File: src/design/isaPkg.sv
package isaPkg;

  // Word and register file geometry
  localparam int dataWidth    = 16;
  localparam int regAddrWidth = 4;

  // Instruction field positions
  localparam int opWidth     = 4;
  localparam int opLsb       = 12;  // Opcode in 15..12
  localparam int rdLsb       = 8;   // Rd, also Rt for LW/SW
  localparam int rsLsb       = 4;
  localparam int rtLsb       = 0;
  localparam int memOffWidth = 4;   // LW/SW offset in 3..0
  localparam int llbImmWidth = 8;   // LLB byte in 7..0
  localparam int condLsb     = 9;   // Branch condition in 11..9
  localparam int condWidth   = 3;
  localparam int brOffWidth  = 9;   // Branch offset in 8..0

  // Unlisted codes fall through as no-ops
  typedef enum logic [opWidth-1:0] {
    ADD = 4'd0,
    SUB = 4'd1,
    AND = 4'd2,
    NOR = 4'd3,
    LW  = 4'd8,
    SW  = 4'd9,
    LLB = 4'd10,
    B   = 4'd12,
    HLT = 4'd15
  } opcodeT;

  typedef enum logic [condWidth-1:0] {
    NE, EQ, GT, LT, GE, LE, OVF, UNCOND
  } condT;

endpackage

File: src/design/pipePkg.sv
package pipePkg;

  //////////////////////////////////////////////////////////////////////
  // Memory sizes
  //////////////////////////////////////////////////////////////////////

  localparam int memAddrWidth = 8;
  localparam int imemDepth    = 256;  // Words
  localparam int dmemDepth    = 256;

  //////////////////////////////////////////////////////////////////////
  // Execute stage types
  //////////////////////////////////////////////////////////////////////

  // Source of an ALU operand
  typedef enum logic [1:0] {
    FWD_REG,  // Value read in decode
    FWD_MEM,  // Result sitting in EX/MEM
    FWD_WB    // Value on the write-back port
  } fwdSelT;

  // Condition flags
  typedef struct packed {
    logic z;
    logic n;
    logic v;
  } flagsT;

endpackage

File: src/design/fetchUnit.sv
`timescale 1ns/1ps

module fetchUnit (
  input  logic                              clk,
  input  logic                              rstN,
  input  logic                              imemWrEn,
  input  logic [pipePkg::memAddrWidth-1:0]  imemAddr,
  input  logic [isaPkg::dataWidth-1:0]      imemData,
  input  logic                              holdFetch,       // Stall or halt from decode
  input  logic                              redirect,        // Taken branch in execute
  input  logic [isaPkg::dataWidth-1:0]      redirectTarget,
  output logic [isaPkg::dataWidth-1:0]      pc,
  output logic [isaPkg::dataWidth-1:0]      instr,
  output logic [isaPkg::dataWidth-1:0]      pcPlusOne,
  output logic                              fetchValid
);

  logic [isaPkg::dataWidth-1:0] imem [pipePkg::imemDepth];
  logic [isaPkg::dataWidth-1:0] fetchWord;
  logic [isaPkg::dataWidth-1:0] pcInc;

  assign fetchWord = imem[pc[pipePkg::memAddrWidth-1:0]];  // Async read at pc
  assign pcInc     = pc + 1'b1;

  // Boot port, live only while held in reset
  always_ff @(posedge clk) begin
    if (!rstN && imemWrEn) begin
      imem[imemAddr] <= imemData;
    end
  end

  // Program counter
  always_ff @(posedge clk) begin
    if (!rstN) begin
      pc <= '0;
    end else if (redirect) begin
      pc <= redirectTarget;  // Branch wins over hold
    end else if (!holdFetch) begin
      pc <= pcInc;
    end
  end

  //////////////////////////////////////////////////////////////////////
  // IF/ID register
  //////////////////////////////////////////////////////////////////////

  always_ff @(posedge clk) begin
    if (!rstN) begin
      fetchValid <= 1'b0;
    end else if (redirect) begin
      fetchValid <= 1'b0;  // Flush wrong-path fetch
    end else if (!holdFetch) begin
      fetchValid <= 1'b1;
    end
  end

  always_ff @(posedge clk) begin
    if (!holdFetch) begin
      instr     <= fetchWord;
      pcPlusOne <= pcInc;
    end
  end

endmodule

File: config.mk
export PLATFORM = sky130hd
export DESIGN_NAME = fetchUnit
export DESIGN_NICKNAME = d
export VERILOG_FILES = /design/src/design/isaPkg.sv /design/src/design/pipePkg.sv /design/src/design/fetchUnit.sv
export SDC_FILE = /design/constraint.sdc
export NUM_CORES = 2
export LEC_CHECK = 0
export ABC_CLOCK_PERIOD_IN_PS = 3400
export BUFFER_PORTS_ARGS = -buffer_cell sky130_fd_sc_hd__buf_2
export CAP_MARGIN = 25
export CELL_PAD_IN_SITES_DETAIL_PLACEMENT = 1
export CELL_PAD_IN_SITES_GLOBAL_PLACEMENT = 1
export CORE_ASPECT_RATIO = 2
export CORE_MARGIN = 4
export CORE_UTILIZATION = 33
export DETAILED_ROUTE_END_ITERATION = 12
export PLACE_DENSITY = 0.58
export SLEW_MARGIN = 30
export SYNTH_ARGS = -nofsm -noshare
export SYNTH_HDL_FRONTEND = slang
export SYNTH_SLANG_ARGS = --single-unit
File: constraint.sdc
create_clock -name clk -period 3.4 [get_ports clk]
set_clock_uncertainty 0.2 [all_clocks]
set_input_delay 0.34 -clock clk [delete_from_list [all_inputs] [get_ports clk]]
set_output_delay 0.34 -clock clk [all_outputs]
set_load 0.02 [all_outputs]
==> results.toml <==
[outcome]
outcome = "finished with violations"
violations = "negative setup slack"

[drt]
drt_wl_total_um = 572800
post_drt_wl_per_cell_um = 36.53
drtIter0Drc = 8548
route.detailed.drc = 0
dr.pass1.iters = 6
viasPerCell = 5.535
num_vias = 86810
antenna_left = 0

[synth]
synthCells = 7688
ys_warn_count = 0
yosysTopAreaCellShare_pct = 76.82
async_flop_share_pct = 0
yosysUniqueCellTypes = 86
synth_edf_count = 4128
synthTopCellsByArea = "edfxtp_1, mux4_2, mux2i_1"
synth-main-ff-cell = "edfxtp_1"
ys_seq_area_share_pct = 77.03
yosysMostFrequentCell = "edfxtp_1"
synth_nets = 7734
avgSynthCellArea_um2 = 20.99
syn_area_um2 = 161400
synth_top_area_cell = "edfxtp_1"
ys_ff_latch = 4145
yosys-top-cells-count = "edfxtp_1, mux4_2, mux2i_1"

[worst_setup_path]
r2r_cells = 9
required_ns = 3.97
endpoint_kind = "flip-flop"
crit_chain = "buf_6, buf_12, buf_4, buf_6, mux4_2, mux4_2, nand2_2, nand4_1, a21o_1"
cp_slowest_cell = "mux4_2"
startpoint_type = "flip-flop"
reg2reg_to = "instr[15]"
reg2reg_slack_ns = -0.32
crit_path_max_incr_delay_ns = 0.54
r2r_start = "pc[1]"
arrival_ns = 4.30
crit_family = "multiplexers"
critPathBufInv = 4
critical_path_class = "flip-flop to flip-flop"
cp_max_fo = 23

[pwr]
p_leak_uw = 0.06113
p_per_area_nw_per_um2 = 555.1
max-vdd-ir-drop_mv = 0.3561

[clock_tree]
cts_tree = "built"
clkTransAtPathRegs_ns = 0.07
cts_root_buf = "clkbuf_16"
clkLatencyLatePin_ns = 1.02
numCtsBuffers = 347
clock_path_buffers = 4
cts_max_level = 5
cts_sinks = 4145

[placement]
place.gp.congestion = 0.8565
dpl.hpwl_um = 387700
port_buffers = 93
placed_area_um2 = 178900
pre_cts_slack_ns = -1.041

[global_route]
grt_pass1_wl_um = 782500
grt_start_max_net_pins = 116
grt_pass1_vias = 92230
grt-ovfl-total = 0
antenna_found_initial = 36
track_usage_pct = 22.49

[die]
rows = 363
num_io_pins = 94
die-area_um2 = 500900
die_h_um = 996.9
die_x_um = 502.5
start_util_pct = 33.08
coreArea_um2 = 487800

[min_path]
worstHoldStart = "rstN"
min_to = "pc[13]"
holdCritPathClass = "input port to flip-flop"
whs_path_depth = 3

[sta]
finalCritPeriodShare_pct = 109.5
final_max_slew_viol_count = 0
setup_viol = 16
fmax_mhz = 268.6
final_hold_viol_count = 0
rsz0062_at_grt = "true"
min_period_ns = 3.723
finalWorstSetupSlack_ns = -0.3227
max_slew_margin_pct = 16.97
worstMarginPinSlew_ns = 1.245

[cells_and_area]
fin_nets = 9033
area.growth.synth_to_final_pct = 20.61
design_area_um2 = 194600
drive_above_1_share_pct = 33.01

[job]
drv_cap = 0
## metrics by stage
| stage | total power (uW) | hold WS [ns] | utilization, % | instances | setup TNS (ns) |
|---|---|---|---|---|---|
| 6_report | 108000 | 0.1147 | 39.90 | 15680 | -3.685 |
| 4_1_cts | 108600 | 0.09800 | 39.73 | 15630 | -3.634 |
| 5_1_grt | 111000 | 0.1434 | 39.89 | 15670 | -4.152 |
| 3_5_place_dp | 66910 | 0.2838 | 36.67 | 14850 | -12.22 |
| 3_3_place_gp | 66760 | 0.2786 | 36.65 | 14850 | -15.06 |
| 2_1_floorplan | 61560 | 0.2389 | - | 7688 | 0 |
## kinds of logic after synthesis
logic type / after synthesis / share of synthesized area [%]
AND/OR/NAND/NOR: 731 / 2.005
XOR/XNOR: 27 / 0.1465
AO/OA/AOI/OAI: 845 / 3.756
adder cells (fa/ha/maj): 1 / 0.007753
buffers and inverters: 485 / 2.018
multiplexers: 1454 / 15.03
flip-flops: 4145 / 77.03
## worst max-delay path by stage
stage / startpoint / end / slack, ns / depth (start not counted)
3_3_place_gp: pc[0] / instr[12] / -1.86 / 9
2_1_floorplan: pc[0] / instr[3] / 0.36 / 11
3_5_place_dp: pc[0] / instr[11] / -1.04 / 12
5_1_grt: pc[0] / instr[0] / -0.31 / 11
6_report: pc[1] / instr[15] / -0.32 / 9
4_1_cts: pc[0] / instr[4] / -0.28 / 12
## cell usage in the layout (no fill, tap or decap), types with 54 or more instances in the layout
cell type,n
clkbuf_16,354
buf_6,60
o22ai_1,103
buf_2,77
clkbuf_1,54
mux4_2,759
nand2_1,130
o21ai_0,66
nor2_2,160
a21oi_1,137
o221ai_1,115
dlygate4sd3_1,72
edfxtp_1,4128
nor2_1,172
buf_4,907
nand3_1,65
clkinv_2,70
mux2i_1,623
clkinv_1,66
buf_12,230
## tightest hold or removal path: cells and delay by family
kind | cells | cell delay (ns)
AO/OA/AOI/OAI | 1 | 0.16
buffers and inverters | 2 | 0.78
## where the power goes
group	switching [uW]	internal, uW
sequential	149	56300
clock	19300	22100
combinational	6250	4000
## routing by layer
metal	vias up	share of wire [%]	global-route usage, %
met5	-	0.022	0
met4	20	8.7	16.06
met3	1088	4.8	2.521
met2	3274	53	41.19
met1	47620	33	23.84
li1	34800	-	-
## what timing repair did
item,4_1_cts,5_1_grt
hold buffers,72,0
buffers inserted,65,28
gates cloned,19,3
pin swaps,48,28
gates resized for setup,320,94
endpoints found under the hold margin,2142,0
endpoints found under the setup margin,16,20
## final cells by class
| class | instances | area, um2 |
|---|---|---|
| inverters | 12 | 61.31 |
| diodes | 25 | 62.56 |
| clock inverters | 228 | 2431 |
| repair buffers | 1423 | 14960 |
| clock buffers | 405 | 8986 |
| flip-flops and latches | 4145 | 124300 |
| multi-input cells | 3058 | 35800 |
| fillers | 46700 | 293200 |
| well taps | 6387 | 7991 |
## sequential cells by signal, indices dropped and copies added, names as in the netlist
signal      cells
imem         4096
instr          16
pcPlusOne      16
pc             16
fetchValid      1
Note: power is estimated with default switching activity, not from simulation.
