## src/design/isaPkg.sv

```systemverilog
package isaPkg;

  // Word and register file geometry
  localparam int dataWidth    = 16;
  localparam int regAddrWidth = 4;

  // Instruction field positions
  localparam int opWidth     = 4;
  localparam int opLsb       = 12;  // Opcode in 15..12
  localparam int rdLsb       = 8;   // Rd, also Rt for LW/SW
  localparam int rsLsb       = 4;
  localparam int rtLsb       = 0;
  localparam int memOffWidth = 4;   // LW/SW offset in 3..0
  localparam int llbImmWidth = 8;   // LLB byte in 7..0
  localparam int condLsb     = 9;   // Branch condition in 11..9
  localparam int condWidth   = 3;
  localparam int brOffWidth  = 9;   // Branch offset in 8..0

  // Unlisted codes fall through as no-ops
  typedef enum logic [opWidth-1:0] {
    ADD = 4'd0,
    SUB = 4'd1,
    AND = 4'd2,
    NOR = 4'd3,
    LW  = 4'd8,
    SW  = 4'd9,
    LLB = 4'd10,
    B   = 4'd12,
    HLT = 4'd15
  } opcodeT;

  typedef enum logic [condWidth-1:0] {
    NE, EQ, GT, LT, GE, LE, OVF, UNCOND
  } condT;

endpackage

```

## src/design/pipeIf.sv

```systemverilog
`timescale 1ns/1ps

// Decode to execute register
interface decExIf;
  logic                            valid;
  isaPkg::opcodeT                  op;
  logic [isaPkg::regAddrWidth-1:0] rsAddr, rtAddr, rdAddr;
  logic [isaPkg::dataWidth-1:0]    rsData, rtData;
  logic [isaPkg::dataWidth-1:0]    imm;        // Already sign-extended
  isaPkg::condT                    cond;
  logic [isaPkg::dataWidth-1:0]    pcPlusOne;
  logic                            regWrite, memRead, memWrite;

  modport source(output valid, op, rsAddr, rtAddr, rdAddr, rsData, rtData, imm, cond,
                        pcPlusOne, regWrite, memRead, memWrite);
  modport sink(input valid, op, rsAddr, rtAddr, rdAddr, rsData, rtData, imm, cond,
                     pcPlusOne, regWrite, memRead, memWrite);
endinterface


```

## src/design/decodeStage.sv

```systemverilog
`timescale 1ns/1ps

module decodeStage (
  input  logic                              clk,
  input  logic                              rstN,
  input  logic [isaPkg::dataWidth-1:0]      instr,
  input  logic [isaPkg::dataWidth-1:0]      pcPlusOne,
  input  logic                              fetchValid,
  input  logic                              redirect,
  input  logic                              wbEn,
  input  logic [isaPkg::regAddrWidth-1:0]   wbAddr,
  input  logic [isaPkg::dataWidth-1:0]      wbData,
  decExIf.source                            decEx,
  output logic                              holdFetch
);

  logic [isaPkg::dataWidth-1:0]    regFile [2**isaPkg::regAddrWidth];
  isaPkg::opcodeT                  op;
  isaPkg::condT                    cond;
  logic [isaPkg::regAddrWidth-1:0] rsAddr, rtAddr, rdAddr;
  logic [isaPkg::dataWidth-1:0]    rsData, rtData;
  logic [isaPkg::dataWidth-1:0]    immMem, immLlb, immBr, imm;
  logic                            regWrite, memRead, memWrite;
  logic                            usesRs, usesRt;
  logic                            loadUse, isHalt, bubble;

  // Field split
  assign op     = isaPkg::opcodeT'(instr[isaPkg::opLsb +: isaPkg::opWidth]);
  assign cond   = isaPkg::condT'(instr[isaPkg::condLsb +: isaPkg::condWidth]);
  assign rdAddr = instr[isaPkg::rdLsb +: isaPkg::regAddrWidth];
  assign rsAddr = instr[isaPkg::rsLsb +: isaPkg::regAddrWidth];
  // SW reads its data register from the Rd slot
  assign rtAddr = (op == isaPkg::SW) ? rdAddr : instr[isaPkg::rtLsb +: isaPkg::regAddrWidth];

  // Sign extension of each immediate form
  assign immMem = {{(isaPkg::dataWidth - isaPkg::memOffWidth){instr[isaPkg::memOffWidth-1]}},
                   instr[isaPkg::memOffWidth-1:0]};
  assign immLlb = {{(isaPkg::dataWidth - isaPkg::llbImmWidth){instr[isaPkg::llbImmWidth-1]}},
                   instr[isaPkg::llbImmWidth-1:0]};
  assign immBr  = {{(isaPkg::dataWidth - isaPkg::brOffWidth){instr[isaPkg::brOffWidth-1]}},
                   instr[isaPkg::brOffWidth-1:0]};

  //////////////////////////////////////////////////////////////////////
  // Control decode
  //////////////////////////////////////////////////////////////////////

  always_comb begin
    regWrite = 1'b0;
    memRead  = 1'b0;
    memWrite = 1'b0;
    usesRs   = 1'b0;
    usesRt   = 1'b0;
    imm      = '0;
    case (op)
      isaPkg::ADD, isaPkg::SUB, isaPkg::AND, isaPkg::NOR: begin
        regWrite = 1'b1;
        usesRs   = 1'b1;
        usesRt   = 1'b1;
      end
      isaPkg::LLB: begin
        regWrite = 1'b1;
        imm      = immLlb;
      end
      isaPkg::LW: begin
        regWrite = 1'b1;
        memRead  = 1'b1;
        usesRs   = 1'b1;
        imm      = immMem;
      end
      isaPkg::SW: begin
        memWrite = 1'b1;
        usesRs   = 1'b1;
        usesRt   = 1'b1;  // Store data
        imm      = immMem;
      end
      isaPkg::B:  imm = immBr;
      default: ;          // HLT and unused codes
    endcase
  end

  // Register file, written in write-back
  always_ff @(posedge clk) begin
    if (wbEn) begin
      regFile[wbAddr] <= wbData;
    end
  end

  // Write-through read
  assign rsData = (wbEn && wbAddr == rsAddr) ? wbData : regFile[rsAddr];
  assign rtData = (wbEn && wbAddr == rtAddr) ? wbData : regFile[rtAddr];

  // LW in execute feeding this instruction
  assign loadUse = fetchValid && decEx.valid && decEx.memRead &&
                   ((usesRs && rsAddr == decEx.rdAddr) || (usesRt && rtAddr == decEx.rdAddr));
  assign isHalt    = fetchValid && op == isaPkg::HLT;  // Freeze fetch behind HLT
  assign holdFetch = loadUse || isHalt;
  assign bubble    = !fetchValid || loadUse || redirect;

  //////////////////////////////////////////////////////////////////////
  // ID/EX register
  //////////////////////////////////////////////////////////////////////

  always_ff @(posedge clk) begin
    if (!rstN) begin
      decEx.valid    <= 1'b0;
      decEx.regWrite <= 1'b0;
      decEx.memRead  <= 1'b0;
      decEx.memWrite <= 1'b0;
    end else begin
      decEx.valid    <= !bubble;
      decEx.regWrite <= regWrite && !bubble;
      decEx.memRead  <= memRead && !bubble;
      decEx.memWrite <= memWrite && !bubble;
    end
  end

  always_ff @(posedge clk) begin
    decEx.op        <= op;
    decEx.cond      <= cond;
    decEx.rsAddr    <= rsAddr;
    decEx.rtAddr    <= rtAddr;
    decEx.rdAddr    <= rdAddr;
    decEx.rsData    <= rsData;
    decEx.rtData    <= rtData;
    decEx.imm       <= imm;
    decEx.pcPlusOne <= pcPlusOne;
  end

endmodule

```

## src/flat_wrapper.sv

```systemverilog
// flat-port wrapper written by rule: the top's interface ports become plain ports
module decodeStage_flat 
  (clk, rstN, instr, pcPlusOne, fetchValid, redirect, wbEn, wbAddr, wbData, holdFetch, decEx_valid, decEx_op, decEx_rsAddr, decEx_rtAddr, decEx_rdAddr, decEx_rsData, decEx_rtData, decEx_imm, decEx_cond, decEx_pcPlusOne, decEx_regWrite, decEx_memRead, decEx_memWrite);
  decExIf decEx_i ();
  input  logic clk;
  input  logic rstN;
  input  logic [isaPkg::dataWidth-1:0] instr;
  input  logic [isaPkg::dataWidth-1:0] pcPlusOne;
  input  logic fetchValid;
  input  logic redirect;
  input  logic wbEn;
  input  logic [isaPkg::regAddrWidth-1:0] wbAddr;
  input  logic [isaPkg::dataWidth-1:0] wbData;
  output logic holdFetch;
  output wire logic [$bits(decEx_i.valid)-1:0] decEx_valid;
  output wire logic [$bits(decEx_i.op)-1:0] decEx_op;
  output wire logic [$bits(decEx_i.rsAddr)-1:0] decEx_rsAddr;
  output wire logic [$bits(decEx_i.rtAddr)-1:0] decEx_rtAddr;
  output wire logic [$bits(decEx_i.rdAddr)-1:0] decEx_rdAddr;
  output wire logic [$bits(decEx_i.rsData)-1:0] decEx_rsData;
  output wire logic [$bits(decEx_i.rtData)-1:0] decEx_rtData;
  output wire logic [$bits(decEx_i.imm)-1:0] decEx_imm;
  output wire logic [$bits(decEx_i.cond)-1:0] decEx_cond;
  output wire logic [$bits(decEx_i.pcPlusOne)-1:0] decEx_pcPlusOne;
  output wire logic [$bits(decEx_i.regWrite)-1:0] decEx_regWrite;
  output wire logic [$bits(decEx_i.memRead)-1:0] decEx_memRead;
  output wire logic [$bits(decEx_i.memWrite)-1:0] decEx_memWrite;
  assign decEx_valid = decEx_i.valid;
  assign decEx_op = decEx_i.op;
  assign decEx_rsAddr = decEx_i.rsAddr;
  assign decEx_rtAddr = decEx_i.rtAddr;
  assign decEx_rdAddr = decEx_i.rdAddr;
  assign decEx_rsData = decEx_i.rsData;
  assign decEx_rtData = decEx_i.rtData;
  assign decEx_imm = decEx_i.imm;
  assign decEx_cond = decEx_i.cond;
  assign decEx_pcPlusOne = decEx_i.pcPlusOne;
  assign decEx_regWrite = decEx_i.regWrite;
  assign decEx_memRead = decEx_i.memRead;
  assign decEx_memWrite = decEx_i.memWrite;
  decodeStage u_core (.clk(clk), .rstN(rstN), .instr(instr), .pcPlusOne(pcPlusOne), .fetchValid(fetchValid), .redirect(redirect), .wbEn(wbEn), .wbAddr(wbAddr), .wbData(wbData), .decEx(decEx_i), .holdFetch(holdFetch));
endmodule
```

## config.mk

```make
export PLATFORM = sky130hd
export DESIGN_NAME = decodeStage_flat
export DESIGN_NICKNAME = d
export VERILOG_FILES = /design/src/design/isaPkg.sv /design/src/design/pipeIf.sv /design/src/design/decodeStage.sv /design/src/flat_wrapper.sv
export SDC_FILE = /design/constraint.sdc
export NUM_CORES = 1
export LEC_CHECK = 0
export ABC_CLOCK_PERIOD_IN_PS = 2300
export BUFFER_PORTS_ARGS = -buffer_cell sky130_fd_sc_hd__buf_2
export CAP_MARGIN = 5
export CORE_ASPECT_RATIO = 0.7
export CORE_MARGIN = 2
export CORE_UTILIZATION = 40
export DETAILED_ROUTE_END_ITERATION = 16
export GPL_ROUTABILITY_DRIVEN = 0
export PLACE_DENSITY_LB_ADDON = 0.1
export SLEW_MARGIN = 25
export SYNTH_ARGS = -nofsm -noshare
export SYNTH_HDL_FRONTEND = slang
export SYNTH_SLANG_ARGS = --single-unit
```

## constraint.sdc

```tcl
create_clock -name clk -period 2.3 [get_ports clk]
set_input_delay 0.345 -clock clk [delete_from_list [all_inputs] [get_ports clk]]
set_output_delay 0.345 -clock clk [all_outputs]
set_load 0.05 [all_outputs]
```

==> summary.md <==
| Metric | Value |
|---|---|
| Area Growth Syn to Fin | `27.9%` |
| Routed Antenna Nets | `0` |
| Std-Cell Rows | `55` |
| Net count after synthesis | `660` |
| Final nets | `895` |
| Vias in the first global route | `about 7,700` |
| CP startpoint kind | `flip-flop` |
| Total track usage | `a little over a fifth` |
| Worst flop-to-flop path endpoint | `u_core.decEx.regWrite$_SDFF_PN0_` |
| Switching part of the total power | `24.9%` |
| P_leak | `5.75 nW` |
| Post-Syn Instances | `between 600 and 700` |
| Worst skew pair latency | `0.58 ns` |
| Max-cap viol count | `0` |
| Crit end category | `output port` |
| NetSw | `3.21 mW` |
| Initial core utilization | `approximately 40%` |
| Tot Pwr | `12.9 mW` |
| Clock power frac | `37.9%` |
| Reg-to-reg setup timing slack | `around 0.86 ns` |
| Final wirelength | `35,800 um` |
| Setup violators final | `32` |
| TNS Setup | `-16.88 ns` |
| Hold Fails Final Rpt | `0` |
| Final Max Tran Viols | `0` |
| CP Data Required Time | `1.96 ns` |
| Yosys cell types | `36` |
| Slew at the pin closest to its max-slew limit | `about 0.43 ns` |
| Sequential group share of total power | `47.5%` |
| Largest net degree at the start of global routing | `37` |
| Status | `finished, violations left` |
| WL/cell | `around 28 um` |
| Layout Skew | `0.0186 ns` |
| EDFF count, synth | `approximately 260` |
| Port bufs | `144` |
| Post-Syn Area per Cell | `21.6 sq um` |
| Comb pwr share | `14.6%` |
| Ys Warns | `0` |
| RSZ-0062 raised after global routing | `yes` |
| TritonRoute pass-1 iters | `5` |
| Violated checks | `negative setup slack` |
| Chip width | `220 um` |
| Clock Path Buffers | `3` |
| First-pass GRT wire length | `52,200 um` |
| Detailed Route Iter0 Violations | `472` |
| Crit path DAT | `~2.5 ns` |
| Reg2reg start | `u_core.decEx.rdAddr[2]$_DFF_P_` |
| Critical path peak fanout | `7` |
| Ys async rst share | `0%` |
| Post-placement worst setup slack | `0.000954 ns` |
| Sinks on Clock Net | `301` |
| WHS | `0.0420 ns` |
| Gr ovfl total | `0` |
| Io pins | `145` |
| Peak VDD IR | `0.000599 V` |
| CTS H-tree depth | `1` |
| Worst Hold Depth | `2` |
| Root buffer cell | `clkbuf_16` |
| Hpwl dp | `21,500 um` |
| Worst hold start | `instr[1]` |
| CTS Buf Count | `31` |
| Share of cells above drive strength 1 | `between 50% and 60%` |
| Mean number of vias per cell | `5.65` |
| Sequential area share after synthesis | `roughly two thirds` |
| Via count | `7,287` |
| Antenna Cells | `0` |
| Reg2reg path depth | `6` |
| Worst hold path class | `in2reg` |
| Initial antenna violation count | `0` |
| Core region area | `between 30,000 and 40,000 sq um` |
| Die height | `around 150 um` |
| Synth Cell Area | `13,000 sq um` |
| Period utilisation layout | `125%` |
| Slew headroom | `71.5%` |
| Reg clk slew, reported paths | `~0.070 ns` |
| Die Area | `34,100 sq um` |
| Crit path time final | `2.87 ns` |
| Int Pwr | `a little under 10 mW` |
| Drt drc | `0` |
| Achievable frequency | `~350 MHz` |
| CTS tree | `done` |
| FF+latch count, synth | `301` |
| Main flop type after synthesis | `edfxtp_1` |
| Crit path kind | `reg2out` |
| Hold Crit Endpoint | `u_core.decEx.imm[1]$_DFF_P_` |
| Power Density | `approximately 770 nW/um^2` |
| Final WS setup | `-0.569 ns` |
==> per-stage QoR <==
stage	cell area, sq um	util, %	instances
2_1_floorplan	13100	-	603
6_report	16700	51.7	1290
4_1_cts	16600	51.6	1287
5_1_grt	16700	51.7	1290
3_3_place_gp	14700	45.7	1181
3_5_place_dp	14700	45.7	1181
==> layout make-up <==
cell class | instances | area [sq um]
Inverter | 2 | 7.51
Multi-Input combinational cell | 250 | 4240
Timing Repair Buffer | 252 | 2280
Clock inverter | 24 | 203
Tap cell | 427 | 534
Sequential cell | 301 | 8600
Clock buffer | 34 | 787
Fill cell | 2594 | 15500
==> state kept, by name (all words and copies together) (netlist names) <==
register	flops
decEx_rsAddr	4
u_core.decEx.memWrite	1
decEx_rtAddr	4
u_core.regFile	256
u_core.decEx.memRead	1
u_core.decEx.rdAddr	3
u_core.decEx.valid	1
u_core.decEx.op	4
u_core.decEx.regWrite	1
u_core.decEx.imm	9
u_core.decEx.cond	1
u_core.decEx.pcPlusOne	16
==> critical path, cell delays in order, from the launching register on <==
cell and delay, ns:
dfxtp_4 0.46, buf_12 0.17, buf_12 0.14, mux4_2 0.51, mux4_2 0.50, buf_6 0.17
==> power groups by stage <==
stage / logic, mW / registers, mW / clock network, mW
final: 1.88 / 6.12 / 4.89
after global routing: 1.97 / 6.13 / 5.25
after CTS: 1.89 / 6.12 / 5.04
after detailed placement: 1.63 / 6.23 / 0
after global placement: 1.62 / 6.22 / 0
after floorplan: 0.980 / 6.35 / 0
==> worst max-delay path by stage <==
stage	startpoint	endpoint	slack (ns)
floorplan	decEx_rsAddr[2]$_DFF_P_	decEx_rsData[10]	0.001
CTS	decEx_rsAddr[0]$_DFF_P_	decEx_rsData[6]	-0.60
detailed placement	decEx_rtAddr[0]$_DFF_P_	decEx_rtData[14]	0.001
global placement	decEx_rtAddr[0]$_DFF_P_	decEx_rtData[4]	0.01
finish	decEx_rtAddr[0]$_DFF_P_	decEx_rtData[3]	-0.57
global route	decEx_rtAddr[0]$_DFF_P_	decEx_rtData[3]	-0.64
==> cell usage in the layout, fill, tap and decap left out, drive strengths merged, types with 2 or more instances in the layout <==
cell	netlist	final
nor3	5	5
and2	4	4
a31oi	4	4
clkinvlp	0	3
nand4	2	2
nor2b	4	4
buf	37	224
mux4	160	160
dfxtp	45	45
clkinv	0	17
dlygate4sd3	0	26
nand3	3	3
and3	3	3
bufinv	0	3
clkbuf	13	36
nand3b	4	4
o21a	3	3
nor2	18	18
inv	2	3
nand2b	4	4
xor2	4	4
mux2	3	3
xnor2	4	4
a21oi	7	7
edfxtp	256	256
nand2	7	7
==> cell usage after synthesis, types with 5 or more instances <==
master    instances  area [sq um]
a21oi_1           7          35.0
buf_1             9          33.8
buf_2             9          45.0
buf_4            17           128
clkbuf_1         13          48.8
dfxtp_1          45           901
edfxtp_1        256          7690
mux4_2          160          3600
nand2_1           7          26.3
nor2_1           18          67.6
nor3_1            5          25.0
==> cell families after synthesis <==
kind of cell,synth area share (%)
compound gates,0.941
buf+inv,2.19
xor+xnor,0.538
mux,28.0
simple gates,2.41
flops,65.9
==> timing repair <==
item | in CTS | in global routing
gates cloned | 7 | 2
setup endpoints to repair | 33 | 33
pin swaps | 0 | 2
endpoints found under the hold margin | 26 | 0
hold buffers | 26 | 0
gates resized for setup | 90 | 9
buffers inserted | 15 | 5
==> routing by layer <==
metal  vias to the layer above  track usage [%]  wire [um]
met5                         -                0          0
li1                       3082                -          -
met1                      3901             30.6      15400
met2                       261             35.0      17600
met3                        43             4.57       2240
met4                         0             3.93        583
Power figures use the tool's default switching activity.
