`src/design/isaPkg.sv`:
```
package isaPkg;

  // Word and register file geometry
  localparam int dataWidth    = 16;
  localparam int regAddrWidth = 4;

  // Instruction field positions
  localparam int opWidth     = 4;
  localparam int opLsb       = 12;  // Opcode in 15..12
  localparam int rdLsb       = 8;   // Rd, also Rt for LW/SW
  localparam int rsLsb       = 4;
  localparam int rtLsb       = 0;
  localparam int memOffWidth = 4;   // LW/SW offset in 3..0
  localparam int llbImmWidth = 8;   // LLB byte in 7..0
  localparam int condLsb     = 9;   // Branch condition in 11..9
  localparam int condWidth   = 3;
  localparam int brOffWidth  = 9;   // Branch offset in 8..0

  // Unlisted codes fall through as no-ops
  typedef enum logic [opWidth-1:0] {
    ADD = 4'd0,
    SUB = 4'd1,
    AND = 4'd2,
    NOR = 4'd3,
    LW  = 4'd8,
    SW  = 4'd9,
    LLB = 4'd10,
    B   = 4'd12,
    HLT = 4'd15
  } opcodeT;

  typedef enum logic [condWidth-1:0] {
    NE, EQ, GT, LT, GE, LE, OVF, UNCOND
  } condT;

endpackage

```
`src/design/pipePkg.sv`:
```
package pipePkg;

  //////////////////////////////////////////////////////////////////////
  // Memory sizes
  //////////////////////////////////////////////////////////////////////

  localparam int memAddrWidth = 8;
  localparam int imemDepth    = 256;  // Words
  localparam int dmemDepth    = 256;

  //////////////////////////////////////////////////////////////////////
  // Execute stage types
  //////////////////////////////////////////////////////////////////////

  // Source of an ALU operand
  typedef enum logic [1:0] {
    FWD_REG,  // Value read in decode
    FWD_MEM,  // Result sitting in EX/MEM
    FWD_WB    // Value on the write-back port
  } fwdSelT;

  // Condition flags
  typedef struct packed {
    logic z;
    logic n;
    logic v;
  } flagsT;

endpackage

```
`src/design/pipeIf.sv`:
```
`timescale 1ns/1ps

// Decode to execute register
interface decExIf;
  logic                            valid;
  isaPkg::opcodeT                  op;
  logic [isaPkg::regAddrWidth-1:0] rsAddr, rtAddr, rdAddr;
  logic [isaPkg::dataWidth-1:0]    rsData, rtData;
  logic [isaPkg::dataWidth-1:0]    imm;        // Already sign-extended
  isaPkg::condT                    cond;
  logic [isaPkg::dataWidth-1:0]    pcPlusOne;
  logic                            regWrite, memRead, memWrite;

  modport source(output valid, op, rsAddr, rtAddr, rdAddr, rsData, rtData, imm, cond,
                        pcPlusOne, regWrite, memRead, memWrite);
  modport sink(input valid, op, rsAddr, rtAddr, rdAddr, rsData, rtData, imm, cond,
                     pcPlusOne, regWrite, memRead, memWrite);
endinterface

// Execute to memory register
interface exMemIf;
  logic                            valid;
  logic [isaPkg::regAddrWidth-1:0] rdAddr;
  logic                            regWrite, memRead, memWrite;
  logic                            halt;       // HLT on its way to write-back
  logic [isaPkg::dataWidth-1:0]    aluResult;  // Also the data address
  logic [isaPkg::dataWidth-1:0]    storeData;

  modport source(output valid, rdAddr, regWrite, memRead, memWrite, halt, aluResult, storeData);
  modport sink(input valid, rdAddr, regWrite, memRead, memWrite, halt, aluResult, storeData);
endinterface

```
`src/design/executeStage.sv`:
```
`timescale 1ns/1ps

module executeStage (
  input  logic                              clk,
  input  logic                              rstN,
  input  logic                              wbEn,
  input  logic [isaPkg::regAddrWidth-1:0]   wbAddr,
  input  logic [isaPkg::dataWidth-1:0]      wbData,
  decExIf.sink                              decEx,
  exMemIf.source                            exMem,
  output logic                              redirect,
  output logic [isaPkg::dataWidth-1:0]      redirectTarget
);

  pipePkg::fwdSelT              fwdA, fwdB;
  logic [isaPkg::dataWidth-1:0] opA, rtVal, aluResult;
  pipePkg::flagsT               flagQ;
  logic                         ovf, setZnv, setZ, condMet, isHalt;

  //////////////////////////////////////////////////////////////////////
  // Forwarding
  //////////////////////////////////////////////////////////////////////

  // EX/MEM is newer than write-back so it is checked first
  always_comb begin
    fwdA = pipePkg::FWD_REG;
    if (exMem.regWrite && exMem.rdAddr == decEx.rsAddr) fwdA = pipePkg::FWD_MEM;
    else if (wbEn && wbAddr == decEx.rsAddr)            fwdA = pipePkg::FWD_WB;
  end

  always_comb begin
    fwdB = pipePkg::FWD_REG;
    if (exMem.regWrite && exMem.rdAddr == decEx.rtAddr) fwdB = pipePkg::FWD_MEM;
    else if (wbEn && wbAddr == decEx.rtAddr)            fwdB = pipePkg::FWD_WB;
  end

  always_comb begin
    case (fwdA)
      pipePkg::FWD_MEM: opA = exMem.aluResult;
      pipePkg::FWD_WB:  opA = wbData;
      default:          opA = decEx.rsData;
    endcase
    case (fwdB)
      pipePkg::FWD_MEM: rtVal = exMem.aluResult;
      pipePkg::FWD_WB:  rtVal = wbData;
      default:          rtVal = decEx.rtData;
    endcase
  end

  // ALU
  always_comb begin
    aluResult = '0;
    ovf       = 1'b0;
    setZnv    = 1'b0;
    setZ      = 1'b0;
    case (decEx.op)
      isaPkg::ADD: begin
        aluResult = opA + rtVal;  // Wraps
        ovf       = (opA[15] == rtVal[15]) && (aluResult[15] != opA[15]);
        setZnv    = 1'b1;
      end
      isaPkg::SUB: begin
        aluResult = opA - rtVal;
        ovf       = (opA[15] != rtVal[15]) && (aluResult[15] != opA[15]);
        setZnv    = 1'b1;
      end
      isaPkg::AND: begin
        aluResult = opA & rtVal;
        setZ      = 1'b1;
      end
      isaPkg::NOR: begin
        aluResult = ~(opA | rtVal);
        setZ      = 1'b1;
      end
      isaPkg::LLB:         aluResult = decEx.imm;        // Pass immediate
      isaPkg::LW, isaPkg::SW: aluResult = opA + decEx.imm;  // Base plus offset
      default: ;
    endcase
  end

  // Flag register, N and V kept on logic ops
  always_ff @(posedge clk) begin
    if (!rstN) begin
      flagQ <= '0;
    end else if (decEx.valid && setZnv) begin
      flagQ <= '{z: (aluResult == '0), n: aluResult[15], v: ovf};
    end else if (decEx.valid && setZ) begin
      flagQ.z <= (aluResult == '0);
    end
  end

  // Branch condition
  always_comb begin
    case (decEx.cond)
      isaPkg::NE:  condMet = !flagQ.z;
      isaPkg::EQ:  condMet = flagQ.z;
      isaPkg::GT:  condMet = !flagQ.z && !flagQ.n;
      isaPkg::LT:  condMet = flagQ.n;
      isaPkg::GE:  condMet = flagQ.z || !flagQ.n;
      isaPkg::LE:  condMet = flagQ.n || flagQ.z;
      isaPkg::OVF: condMet = flagQ.v;
      default:     condMet = 1'b1;  // UNCOND
    endcase
  end

  assign redirect       = decEx.valid && decEx.op == isaPkg::B && condMet;
  assign redirectTarget = decEx.pcPlusOne + decEx.imm;
  assign isHalt         = decEx.valid && decEx.op == isaPkg::HLT;

  //////////////////////////////////////////////////////////////////////
  // EX/MEM register
  //////////////////////////////////////////////////////////////////////

  always_ff @(posedge clk) begin
    if (!rstN) begin
      exMem.valid    <= 1'b0;
      exMem.regWrite <= 1'b0;
      exMem.memRead  <= 1'b0;
      exMem.memWrite <= 1'b0;
      exMem.halt     <= 1'b0;
    end else begin
      exMem.valid    <= decEx.valid;
      exMem.regWrite <= decEx.regWrite;  // Already cleared in bubbles
      exMem.memRead  <= decEx.memRead;
      exMem.memWrite <= decEx.memWrite;
      exMem.halt     <= isHalt;
    end
  end

  always_ff @(posedge clk) begin
    exMem.rdAddr    <= decEx.rdAddr;
    exMem.aluResult <= aluResult;
    exMem.storeData <= rtVal;  // Forwarded store data
  end

endmodule

```
`src/flat_wrapper.sv`:
```
// flat-port wrapper written by rule: the top's interface ports become plain ports
module executeStage_flat 
  (clk, rstN, wbEn, wbAddr, wbData, redirect, redirectTarget, decEx_valid, decEx_op, decEx_rsAddr, decEx_rtAddr, decEx_rdAddr, decEx_rsData, decEx_rtData, decEx_imm, decEx_cond, decEx_pcPlusOne, decEx_regWrite, decEx_memRead, decEx_memWrite, exMem_valid, exMem_rdAddr, exMem_regWrite, exMem_memRead, exMem_memWrite, exMem_halt, exMem_aluResult, exMem_storeData);
  decExIf decEx_i ();
  exMemIf exMem_i ();
  input  logic clk;
  input  logic rstN;
  input  logic wbEn;
  input  logic [isaPkg::regAddrWidth-1:0] wbAddr;
  input  logic [isaPkg::dataWidth-1:0] wbData;
  output logic redirect;
  output logic [isaPkg::dataWidth-1:0] redirectTarget;
  input wire logic [$bits(decEx_i.valid)-1:0] decEx_valid;
  input wire logic [$bits(decEx_i.op)-1:0] decEx_op;
  input wire logic [$bits(decEx_i.rsAddr)-1:0] decEx_rsAddr;
  input wire logic [$bits(decEx_i.rtAddr)-1:0] decEx_rtAddr;
  input wire logic [$bits(decEx_i.rdAddr)-1:0] decEx_rdAddr;
  input wire logic [$bits(decEx_i.rsData)-1:0] decEx_rsData;
  input wire logic [$bits(decEx_i.rtData)-1:0] decEx_rtData;
  input wire logic [$bits(decEx_i.imm)-1:0] decEx_imm;
  input wire logic [$bits(decEx_i.cond)-1:0] decEx_cond;
  input wire logic [$bits(decEx_i.pcPlusOne)-1:0] decEx_pcPlusOne;
  input wire logic [$bits(decEx_i.regWrite)-1:0] decEx_regWrite;
  input wire logic [$bits(decEx_i.memRead)-1:0] decEx_memRead;
  input wire logic [$bits(decEx_i.memWrite)-1:0] decEx_memWrite;
  output wire logic [$bits(exMem_i.valid)-1:0] exMem_valid;
  output wire logic [$bits(exMem_i.rdAddr)-1:0] exMem_rdAddr;
  output wire logic [$bits(exMem_i.regWrite)-1:0] exMem_regWrite;
  output wire logic [$bits(exMem_i.memRead)-1:0] exMem_memRead;
  output wire logic [$bits(exMem_i.memWrite)-1:0] exMem_memWrite;
  output wire logic [$bits(exMem_i.halt)-1:0] exMem_halt;
  output wire logic [$bits(exMem_i.aluResult)-1:0] exMem_aluResult;
  output wire logic [$bits(exMem_i.storeData)-1:0] exMem_storeData;
  assign decEx_i.valid = decEx_valid;
  assign decEx_i.op = decEx_op;
  assign decEx_i.rsAddr = decEx_rsAddr;
  assign decEx_i.rtAddr = decEx_rtAddr;
  assign decEx_i.rdAddr = decEx_rdAddr;
  assign decEx_i.rsData = decEx_rsData;
  assign decEx_i.rtData = decEx_rtData;
  assign decEx_i.imm = decEx_imm;
  assign decEx_i.cond = decEx_cond;
  assign decEx_i.pcPlusOne = decEx_pcPlusOne;
  assign decEx_i.regWrite = decEx_regWrite;
  assign decEx_i.memRead = decEx_memRead;
  assign decEx_i.memWrite = decEx_memWrite;
  assign exMem_valid = exMem_i.valid;
  assign exMem_rdAddr = exMem_i.rdAddr;
  assign exMem_regWrite = exMem_i.regWrite;
  assign exMem_memRead = exMem_i.memRead;
  assign exMem_memWrite = exMem_i.memWrite;
  assign exMem_halt = exMem_i.halt;
  assign exMem_aluResult = exMem_i.aluResult;
  assign exMem_storeData = exMem_i.storeData;
  executeStage u_core (.clk(clk), .rstN(rstN), .wbEn(wbEn), .wbAddr(wbAddr), .wbData(wbData), .decEx(decEx_i), .exMem(exMem_i), .redirect(redirect), .redirectTarget(redirectTarget));
endmodule
```
`config.mk`:
```
export PLATFORM = sky130hd
export DESIGN_NAME = executeStage_flat
export DESIGN_NICKNAME = d
export VERILOG_FILES = /design/src/design/isaPkg.sv /design/src/design/pipePkg.sv /design/src/design/pipeIf.sv /design/src/design/executeStage.sv /design/src/flat_wrapper.sv
export SDC_FILE = /design/constraint.sdc
export NUM_CORES = 1
export LEC_CHECK = 0
export ABC_AREA = 1
export BUFFER_PORTS_ARGS = -buffer_cell sky130_fd_sc_hd__buf_2
export CAP_MARGIN = 20
export CORE_MARGIN = 4
export CORE_UTILIZATION = 50
export CTS_CLUSTER_DIAMETER = 200
export DETAILED_ROUTE_END_ITERATION = 10
export HOLD_SLACK_MARGIN = 0.1
export MAX_ROUTING_LAYER = met4
export PLACE_DENSITY_LB_ADDON = 0.12
export SLEW_MARGIN = 0
export SYNTH_ARGS = -nofsm -noshare
export SYNTH_HDL_FRONTEND = slang
export SYNTH_SLANG_ARGS = --single-unit
```
`constraint.sdc`:
```
create_clock -name clk -period 7.9 [get_ports clk]
set_input_delay 1.185 -clock clk [delete_from_list [all_inputs] [get_ports clk]]
set_output_delay 1.185 -clock clk [all_outputs]
set_load 0.02 [all_outputs]
```
==> results.md, run 1 <==
Cells and area:
- The area added between synthesis and finish is 17.9%.
- The number of nets in the layout is 1,368.
- The post-route netlist has roughly 18% of its cells at a drive strength greater than 1.
- In the layout the commonest cells are 206 x sky130_fd_sc_hd__nand2_1, 191 x sky130_fd_sc_hd__inv_1, 167 x sky130_fd_sc_hd__buf_2.
- The most common cell after layout, fill and taps aside is sky130_fd_sc_hd__nand2_1.

Logic synthesis:
- A synthesized cell averages ~6.1 um^2.
- After synthesis, the largest family of logic cells by area is simple AND/OR/NAND/NOR gates.
- The fraction of the mapped netlist area in simple logic gates is between 30% and 40%.
- Counting flops and latches in the post-synthesis netlist gives 44.
- The adder-cell share of the synthesized area is ~18%.
- The proportion of register bits with asynchronous set or reset after synthesis is 0%.
- When the netlist entered floorplanning its net count stood at 1,213.
- The complex-gate fraction of the synthesized area is ~18%.
- The most used flip-flop cell after synthesis is sky130_fd_sc_hd__dfxtp_1.
- Synthesis produced a netlist whose cell count is just over 1k.
- In the synthesized netlist, mux cells make up 0% of the area.
- The cell area that synthesis handed to floorplanning was about 6200 um^2.
- During synthesis, Yosys emitted a total of 0 warnings.
- The number of synthesized flops with an enable pin is 0.
- The distinct cell type count of the synthesized netlist is 44.
- After Yosys synthesis, XOR and XNOR cells account for 3.10% of the synthesized area.
- Sequential cells were found to cover around 14% of the synthesized design area.

Worst setup path:
- STA classifies the critical path startpoint as a primary input.
- Along the worst path, the maximum fanout reaches 16.
- Among cell families on the critical path, the largest total delay comes from simple AND/OR/NAND/NOR gates.
- The cell with the largest stage delay on the worst path is sky130_fd_sc_hd__a221oi_1.
- The worst setup path is of the primary input to flip-flop kind.
- The critical path's most frequent cell is sky130_fd_sc_hd__nor2_1.
- At the worst endpoint, the required time is 8.13 ns.
- The combined buffer and inverter count along the critical path is 5.
- STA classifies the critical path endpoint as a flip-flop.
- The peak per-stage delay on the critical path is 0.77 ns.
- The data arrival time of the critical path is ~5.7 ns.

Clocking:
- The number of hold buffers added after cts is 0.
- The H-tree was split into 2 levels.
- The maximum root-to-sink buffer count is 2.
- The TritonCTS clock tree is yes.
- After clock tree synthesis, the clock-pin slew on the worst setup and hold paths is 0.07 ns.
- The insertion delay to the later sink of the worst-skew pair is about 0.3 ns.
- Buffers inserted during clock tree synthesis total 5.
- The number of gates resized after CTS was 0.
- For this design, the sink count on the clock tree is 44.
- Buffers added to address setup during post-CTS repair amount to 0.
- The clock root buffer is sky130_fd_sc_hd__clkbuf_16.

Global routing:
- The initial antenna violation count is 1.
- For this run, the total global-route usage over all layers was measured as between 30 and 40%.
- The total grt overflow is 0.
- The via count of the first global-routing pass came to 6,774.
- The largest net degree at the start of global routing is 18.
- The first-pass GRT wire length is 33.9 mm.

Drt:
- The count of routing violations after the opening detailed-route iteration is approximately 670.
- The ratio of routed vias to standard cells is about 5.4.
- The vias after detailed routing is around 7.2k.
- In the routed design, unresolved DRC markers number 0.
- The total iterations of the first detailed-routing run is 5.
- The post-detailed-route count of antenna-violating nets is 0.
- The total routed wirelength is around 21 mm.
- In the final routed layout, each cell accounts on average for around 16 um.

STA:
- For the finished layout, the period the worst path requires is 5.45 ns.
- Adding up every negative setup slack in the final design gives 0 ns.
- The maximum operating frequency is between 150 and 200 MHz.
- The final hold violation count was 0.
- Setup repair after global routing left no endpoint under its margin.
- The worst pin sits at a relative slew slack of 40.6%.
- On the final layout, the worst hold slack is 0.502 ns.
- The number of failing setup endpoints in the final timing report is 0.
- The worst setup skew after layout is around 0.014 ns.
- The final max-slew violation count was 0.
- Dividing the final minimum period by the clock period gives between 60% and 70%.
- For the pin with the worst max-slew slack, the measured transition is between 0.8 and 0.9 ns.

Power:
- The power density of the placed cells is 149 nW/um^2.
- The worst ir drop on vdd is roughly 0.076 mV.
- The total leakage power is about 4.2 nW.

Floorplanning:
- The starting utilization of the core area is approximately half.
- The overall die width is about 120 um.
- The overall die height is about 120 um.
- The die covers approximately 14,000 um^2.
- For this design the top-level I/O count stands at 168.
- The region available for standard cell placement spans between 10,000 and 15,000 um^2.
- The floorplan has 40 rows.

Placed design:
- The quantity of I/O buffers inserted on ports is between 150 and 200.
- The sum of net half-perimeters after detailed placement is roughly 18 mm.
- The congestion estimate from routability-driven global placement came to ~1.1.

Job:
- The max-capacitance violation count is 0.

Worst hold path:
- The worst hold path belongs to the class flip-flop to flip-flop.

Status:
- The flow ran to the end, and the final reports show no timing, DRC or antenna violations.
-- stage by stage --
stage          instance area, um^2  std cells  total power [mW]  util, %  worst slack, ns
5_1_grt                       7320       1343              1.17     60.7             2.22
6_report                      7320       1343              1.09     60.7             2.45
4_1_cts                       7320       1342              1.09     60.7             2.72
2_1_floorplan                 6210       1018             0.658        -             3.65
3_3_place_gp                  7120       1333             0.821     59.1             2.47
3_5_place_dp                  7140       1334             0.818     59.2             2.39
-- kinds of logic (layout without fill, tap and decap cells) --
kind of cell | after synthesis | after routing
simple gates | 472 | 472
xor+xnor | 22 | 22
flops | 44 | 44
other cells | 0 | 1
buf+inv | 223 | 379
fa+ha+maj | 85 | 85
compound gates | 172 | 172
-- layer usage --
layer / track usage (%) / routed length (um) / vias up
met2: 47.1 / 9430 / 325
met5: - / 0 / -
met4: 7.80 / 505 / 0
li1: - / - / 3638
met1: 41.6 / 9660 / 3221
met3: 4.32 / 1820 / 38
-- area by class of cell --
type | count | area, um^2
clock buffer | 7 | 153
clock inverter | 1 | 30.0
inverter | 200 | 751
timing repair buffer | 171 | 870
tap | 168 | 210
antenna | 1 | 2.50
fill | 1234 | 4740
sequential | 44 | 881
multi-input combinational | 751 | 4420
-- worst paths after layout --
check,from,to,slack [ns],cells after the start
min reg2reg,u_core.flagQ[0]$_SDFFE_PN0P_,u_core.flagQ[0]$_SDFFE_PN0P_,0.50,2
max,decEx_rsAddr[1],u_core.flagQ[2]$_SDFFE_PN0P_,2.45,25
min,u_core.flagQ[0]$_SDFFE_PN0P_,u_core.flagQ[0]$_SDFFE_PN0P_,0.50,2
max reg2reg,u_core.exMem.rdAddr[1]$_DFF_P_,u_core.flagQ[2]$_SDFFE_PN0P_,3.08,22
-- registers in the layout, summed over array words and instances (netlist names) --
name and count:
u_core.flagQ 3, u_core.exMem.halt 1, u_core.exMem.rdAddr 4, u_core.exMem.storeData 16, u_core.exMem.valid 1, u_core.exMem.regWrite 1
u_core.exMem.memWrite 1, u_core.exMem.memRead 1, u_core.exMem.aluResult 16
-- synth_stat cells (all sizes together), types with 4 or more instances --
cell | count | share of area, %
nor3 | 12 | 1.2
o21ai | 45 | 3.6
nand3 | 100 | 8.3
a21oi | 60 | 5.0
a21o | 4 | 0.48
nand3b | 5 | 0.60
ha | 81 | 16
xnor2 | 8 | 1.1
fa | 4 | 1.3
nand4 | 17 | 1.7
xor2 | 14 | 2.0
buf | 18 | 2.1
clkbuf | 5 | 0.34
nand2 | 210 | 13
a31oi | 5 | 0.50
nor2 | 125 | 7.8
inv | 200 | 12
a221oi | 38 | 5.6
dfxtp | 44 | 14
-- worst register-to-register path: stages, from the launching register on --
cell                       delay [ns]
sky130_fd_sc_hd__dfxtp_1         0.41
sky130_fd_sc_hd__o21ai_0         0.15
sky130_fd_sc_hd__nor2_1          0.11
sky130_fd_sc_hd__nand3b_1        0.14
sky130_fd_sc_hd__inv_1           0.57
sky130_fd_sc_hd__nor2_1          0.08
sky130_fd_sc_hd__buf_4           0.23
sky130_fd_sc_hd__a221oi_1        0.77
sky130_fd_sc_hd__inv_1           0.26
sky130_fd_sc_hd__fa_1            0.49
sky130_fd_sc_hd__nor2_1          0.11
sky130_fd_sc_hd__nor2_1          0.07
sky130_fd_sc_hd__nand2_1         0.07
sky130_fd_sc_hd__nand2_1         0.05
sky130_fd_sc_hd__nor2_1          0.12
sky130_fd_sc_hd__nand3b_1        0.18
sky130_fd_sc_hd__nor2_1          0.12
sky130_fd_sc_hd__nand3_1         0.11
sky130_fd_sc_hd__nor3_2          0.17
sky130_fd_sc_hd__nand4_1         0.12
sky130_fd_sc_hd__nor2_1          0.19
sky130_fd_sc_hd__nand3_1         0.12
sky130_fd_sc_hd__a21oi_2         0.12
-- where the power goes --
| part | internal [mW] | switching, mW | leakage, nW |
|---|---|---|---|
| sequential | 0.243 | 0.0133 | 0.367 |
| combinational | 0.193 | 0.376 | 3.77 |
| clock | 0.167 | 0.101 | 0.0901 |
No activity file was read; power rests on OpenSTA's default activity.
==> inputs of run 2 (changes only) <==
--- a/config.mk
+++ b/config.mk
@@ -5,11 +5,11 @@
 export SDC_FILE = /design/constraint.sdc
 export NUM_CORES = 1
 export LEC_CHECK = 0
-export ABC_AREA = 1
+export ABC_AREA = 0
 export BUFFER_PORTS_ARGS = -buffer_cell sky130_fd_sc_hd__buf_2
 export CAP_MARGIN = 20
 export CORE_MARGIN = 4
-export CORE_UTILIZATION = 50
+export CORE_UTILIZATION = 48
 export CTS_CLUSTER_DIAMETER = 200
 export DETAILED_ROUTE_END_ITERATION = 10
 export HOLD_SLACK_MARGIN = 0.1
==> constraint.sdc (replaced) <==
create_clock -name clk -period 4.45 [get_ports clk]
set_input_delay 0.6675 -clock clk [delete_from_list [all_inputs] [get_ports clk]]
set_output_delay 0.6675 -clock clk [all_outputs]
set_load 0.02 [all_outputs]
==> run 2 against run 1 <==
The flow now finishes with violations (negative setup slack). Hold slack worse by 0.026 ns. Global-route usage up 0.84 points. Clock skew down 0.0038 ns. Worst setup slack worse by 2.5 ns.
==> results.md, run 2 <==
Worst setup path:
- The kind of cell with the highest combined delay along the critical path is compound AO/OA/AOI/OAI gates.
- The origin of the critical flop-to-flop path is u_core.exMem.rdAddr[2]$_DFF_P_.
- The peak per-stage delay on the critical path is about 0.40 ns.
- The top fanout value on the critical path is 3.
- At the worst endpoint, the required time is ~4.7 ns.
- In this run the register-to-register setup slack is about 0.21 ns.
- The largest individual stage delay along the critical path comes from the cell sky130_fd_sc_hd__o41a_1.
- Measured in cells, the most critical reg-to-reg path has a length of 19.
- The critical path crosses 20 cells after its start point.
- The class of the most critical setup path is primary input to flip-flop.
- The destination of the worst register-to-register timing path is u_core.flagQ[2]$_SDFFE_PN0P_.
- Data arrives at the worst endpoint at between 4 and 5 ns.
- The critical path's most frequent cell is sky130_fd_sc_hd__buf_4.
- The worst setup path is launched from a primary input.
- Counting both buffers and inverters, the worst setup path holds a total of 6.
- Walking the worst path, the cells encountered are buf_8 -> a222oi_1 -> nor4b_4 -> buf_4 -> buf_4 -> mux2i_2 -> o21a_2 -> inv_1 -> ha_2 -> o311ai_2 -> buf_4 -> a211oi_2 -> o41a_1 -> mux2i_1 -> xnor2_1 -> o221ai_1 -> nor3_2 -> buf_4 -> nand4b_1 -> o31ai_2.
- The worst setup path is captured at a flip-flop.

Logic synthesis:
- The largest family of logic cells by synthesized area is compound AO/OA/AOI/OAI gates.
- Counting flops with a built-in enable in the synthesized netlist gives 0.
- The summed instance area of the synthesized netlist is 5500 um^2.
- The adder-cell share of the synthesized area is approximately a fifth.
- The primary flip-flop cell chosen by synthesis mapping is sky130_fd_sc_hd__dfxtp_1.
- The fraction of post-synthesis cell area in the top cell type by area is 18.4%.
- The number of nets in the synthesized netlist is ~890.
- Yosys printed 0 warnings.
- Sorting the synthesized cells by area gives the leading types as sky130_fd_sc_hd__ha_1 18%, sky130_fd_sc_hd__dfxtp_1 16%, sky130_fd_sc_hd__mux2i_1 6.4%.
- After synthesis the netlist holds a flip-flop and latch count of 44.
- The fraction of the mapped netlist area in simple logic gates is between 15 and 20%.
- The share of the synthesized netlist area taken by xor and xnor gates is approximately 8%.
- The complex-gate fraction of the synthesized area is a little over a quarter.
- By instance count, the leading cell after synthesis is sky130_fd_sc_hd__ha_1.
- The synthesized netlist cell count is between 600 and 700.
- The sequential share of the synthesized area is approximately 16%.
- Multiplexer cells account for between 6 and 7% of the synthesized area.
- By count the netlist is led by 81 x sky130_fd_sc_hd__ha_1, 66 x sky130_fd_sc_hd__inv_1, 48 x sky130_fd_sc_hd__a21oi_1, 48 x sky130_fd_sc_hd__nand2_1, 44 x sky130_fd_sc_hd__dfxtp_1.
- The largest area contributor in the synthesized netlist is sky130_fd_sc_hd__ha_1.
- The proportion of register bits with asynchronous set or reset after synthesis is 0%.
- The distinct cell type count of the synthesized netlist is 74.
- A synthesized cell averages between 7 and 8 um^2.

STA:
- The final hold violation count is 0.
- The worst setup margin is -0.0611 ns.
- The clock arrives with 0.00975 ns of skew.
- The final max-slew violation count came to 0.
- Setup repair after global routing could not meet its margin everywhere.
- After layout, the worst path uses 101% of the clock period.
- The maximum operating frequency is between 200 and 250 MHz.
- Setup violations remaining at the end of the flow were counted as 1.
- The worst-case headroom to the max-slew limit is 31.7%.
- The time the worst path needs with I/O delays and setup is between 4 and 5 ns.
- The measured slew at the worst slew-check pin is approximately 1.0 ns.
- Final hold analysis gives a worst-case slack of around 0.48 ns.

Placed design:
- At the placement stage, the worst setup path has a slack of -0.584 ns.
- The quantity of I/O buffers inserted on ports is around 170.
- The sum of net half-perimeters after detailed placement is ~17 mm.
- The global placer's final weighted congestion is 0.934.

Global routing:
- The first global-routing pass estimated 32.1 mm of wire.
- Global routing finished with a remaining overflow of 0.
- The largest net degree at the start of global routing is 28.
- The via count of the first global-routing pass is between 6k and 7k.
- The initial antenna violation count is 1.
- Across every metal layer, demand over resource in global routing totals a little under a third.

Drt:
- In this run the remaining antenna-violating nets after routing total 0.
- The ratio of routed vias to standard cells is between 5 and 6.
- Across all layers, the routed design uses between 6k and 7k vias.
- After detailed routing, the number of remaining DRC violations is 0.
- For this block, the routed nets add up to around 21 mm of wire.
- The total iterations of the first detailed-routing run is 5.
- In this run, the number of DRC markers left after iteration 0 of detailed routing was 624.
- After detailed routing, the average wire length per cell comes to approximately 19 um.

Cells and area:
- Of the cells placed in the final design, the portion with a size suffix greater than 1 is around two fifths.
- Counting the fill cells in the layout gives around 930.
- For this run, the post-layout net count is roughly 1.2k.
- The library cells used most frequently in the layout, excluding fill and tap cells, are 164 x sky130_fd_sc_hd__buf_2, 132 x sky130_fd_sc_hd__buf_4, 74 x sky130_fd_sc_hd__ha_1.
- Relative to the synthesized area, the layout overhead comes to 43.1%.
- In the final layout, the registers with the most flip-flops are u_core.exMem.aluResult x16, u_core.exMem.storeData x16, u_core.exMem.rdAddr x4.
- The post-layout utilization of the core is 71.3%.
- The most common cell after layout, fill and taps aside is sky130_fd_sc_hd__buf_2.

Floorplanning:
- The overall die width is approximately 120 um.
- The standard-cell row count is 38.
- The top-level port count is around 170.
- The overall die height is 115 um.
- The area of the core is between 10,000 and 15,000 um^2.
- The die footprint is 13,200 um^2.
- The starting utilization of the core area is 49.8%.

Clocking:
- The clock root buffer is sky130_fd_sc_hd__clkbuf_16.
- TritonCTS created 5 clock buffers.
- TritonCTS built the clock tree.
- The insertion delay to the later sink of the worst-skew pair is 0.29 ns.
- The clock-pin slew on the worst setup and hold paths is around 0.07 ns.
- The total number of clock tree sinks is 44.
- The maximum root-to-sink buffer count is 2.
- The H-tree generated during clock tree synthesis spans 2 levels.

Power:
- The worst ir drop on vdd is around 0.16 mV.
- The overall power of the completed layout is 2.02 mW.
- For this design the ratio of total power to cell area is 257 nW/um^2.
- The total leakage power is approximately 3.9 nW.

Status:
- The final reports fail on negative setup slack.
- The run finished, with violations left.

Worst hold path:
- Along the worst hold path, the cell count comes to 1.
- The sink of the worst hold path is u_core.exMem.rdAddr[1]$_DFF_P_.
- The worst hold path startpoint is decEx_rdAddr[1].
- The min-delay analysis places its worst path in the category primary input to flip-flop.

Job:
- The max-capacitance violation count is 0.
## run 2: changes by cell type after synthesis, sizes merged, moves of 11 or more
cell	change
nor2	-83
mux2i	+35
o21a	+21
a21oi	-11
buf	-14
nand4	-14
xnor2	+19
nand3	-91
clkbuf	+18
o21ai	-13
a221oi	-33
inv	-134
nand2	-162
## run 2: kinds of logic after synthesis
logic type	count (synthesis)
xor gates and xnor gates	50
DFF	44
AOI/OAI and AO/OA	207
adders and majority gates	85
and+or+nand+nor	177
buffers and inverters	93
muxes	36
## run 2: metrics by stage
| stage | instances | TNS [ns] | area (um^2) |
|---|---|---|---|
| 2_1_floorplan | 692 | -0.181 | 5510 |
| 3_3_place_gp | 1094 | -1.55 | 7340 |
| 3_5_place_dp | 1095 | -2.50 | 7350 |
| 4_1_cts | 1111 | -0.0889 | 7700 |
| 5_1_grt | 1114 | -0.591 | 7870 |
| 6_report | 1114 | -0.0611 | 7870 |
## run 2: cell type report
class | instances | area (um^2) | area share [%]
Tap cell | 140 | 175 | 2.23
Sequential cell | 44 | 881 | 11.2
Clock buffer | 5 | 125 | 1.59
Multi-Input combinational cell | 555 | 4530 | 57.6
Inverter | 66 | 248 | 3.15
Antenna cell | 1 | 2.50 | 0.0318
Timing Repair Buffer | 300 | 1860 | 23.7
Clock inverter | 3 | 46.3 | 0.589
## run 2: how the worst max path moves through the flow
| stage | from | end |
|---|---|---|
| finish | wbAddr[0] | u_core.flagQ[2]$_SDFFE_PN0P_ |
| global route | wbAddr[0] | u_core.flagQ[2]$_SDFFE_PN0P_ |
| CTS | wbAddr[0] | u_core.flagQ[2]$_SDFFE_PN0P_ |
| detailed placement | wbAddr[1] | u_core.flagQ[2]$_SDFFE_PN0P_ |
| global placement | wbAddr[1] | u_core.flagQ[2]$_SDFFE_PN0P_ |
| floorplan | wbAddr[1] | u_core.flagQ[2]$_SDFFE_PN0P_ |
## run 2: worst register-to-register path: stages (launching register included)
cell and delay, ns:
sky130_fd_sc_hd__dfxtp_1 0.39, sky130_fd_sc_hd__xor2_1 0.22, sky130_fd_sc_hd__nor3_1 0.08, sky130_fd_sc_hd__nand2_1 0.22, sky130_fd_sc_hd__buf_4 0.27, sky130_fd_sc_hd__buf_4 0.21
sky130_fd_sc_hd__nor2_1 0.05, sky130_fd_sc_hd__a21oi_1 0.40, sky130_fd_sc_hd__ha_1 0.39, sky130_fd_sc_hd__nor3_1 0.30, sky130_fd_sc_hd__nor2_1 0.08, sky130_fd_sc_hd__a31oi_1 0.17
sky130_fd_sc_hd__o41a_1 0.26, sky130_fd_sc_hd__mux2i_1 0.14, sky130_fd_sc_hd__xnor2_1 0.17, sky130_fd_sc_hd__o221ai_1 0.18, sky130_fd_sc_hd__nor3_2 0.20, sky130_fd_sc_hd__buf_4 0.13
sky130_fd_sc_hd__nand4b_1 0.11, sky130_fd_sc_hd__o31ai_2 0.19
## run 2: where the power goes
group / internal (mW) / switching (mW) / total (mW)
combinational: 0.509 / 0.607 / 1.12
clock: 0.268 / 0.182 / 0.450
sequential: 0.430 / 0.0230 / 0.453
total: 1.21 / 0.812 / 2.02
## run 2: routing by layer
metal,vias up,GRT usage [%],part of all wire [%]
met5,-,-,0
met1,2970,41.2,43
met4,0,8.14,2.1
met2,315,49.5,45
li1,3063,-,-
met3,34,5.16,9.5
## run 2: timing repair
action / 4_1_cts / 5_1_grt
endpoints found under the setup margin: 4 / 7
setup buffers: 8 / 2
hold endpoints to repair: 0 / 0
gates resized for setup: 29 / 33
cloned: 0 / 0
pin swaps: 19 / 15
hold buffers: 0 / 0
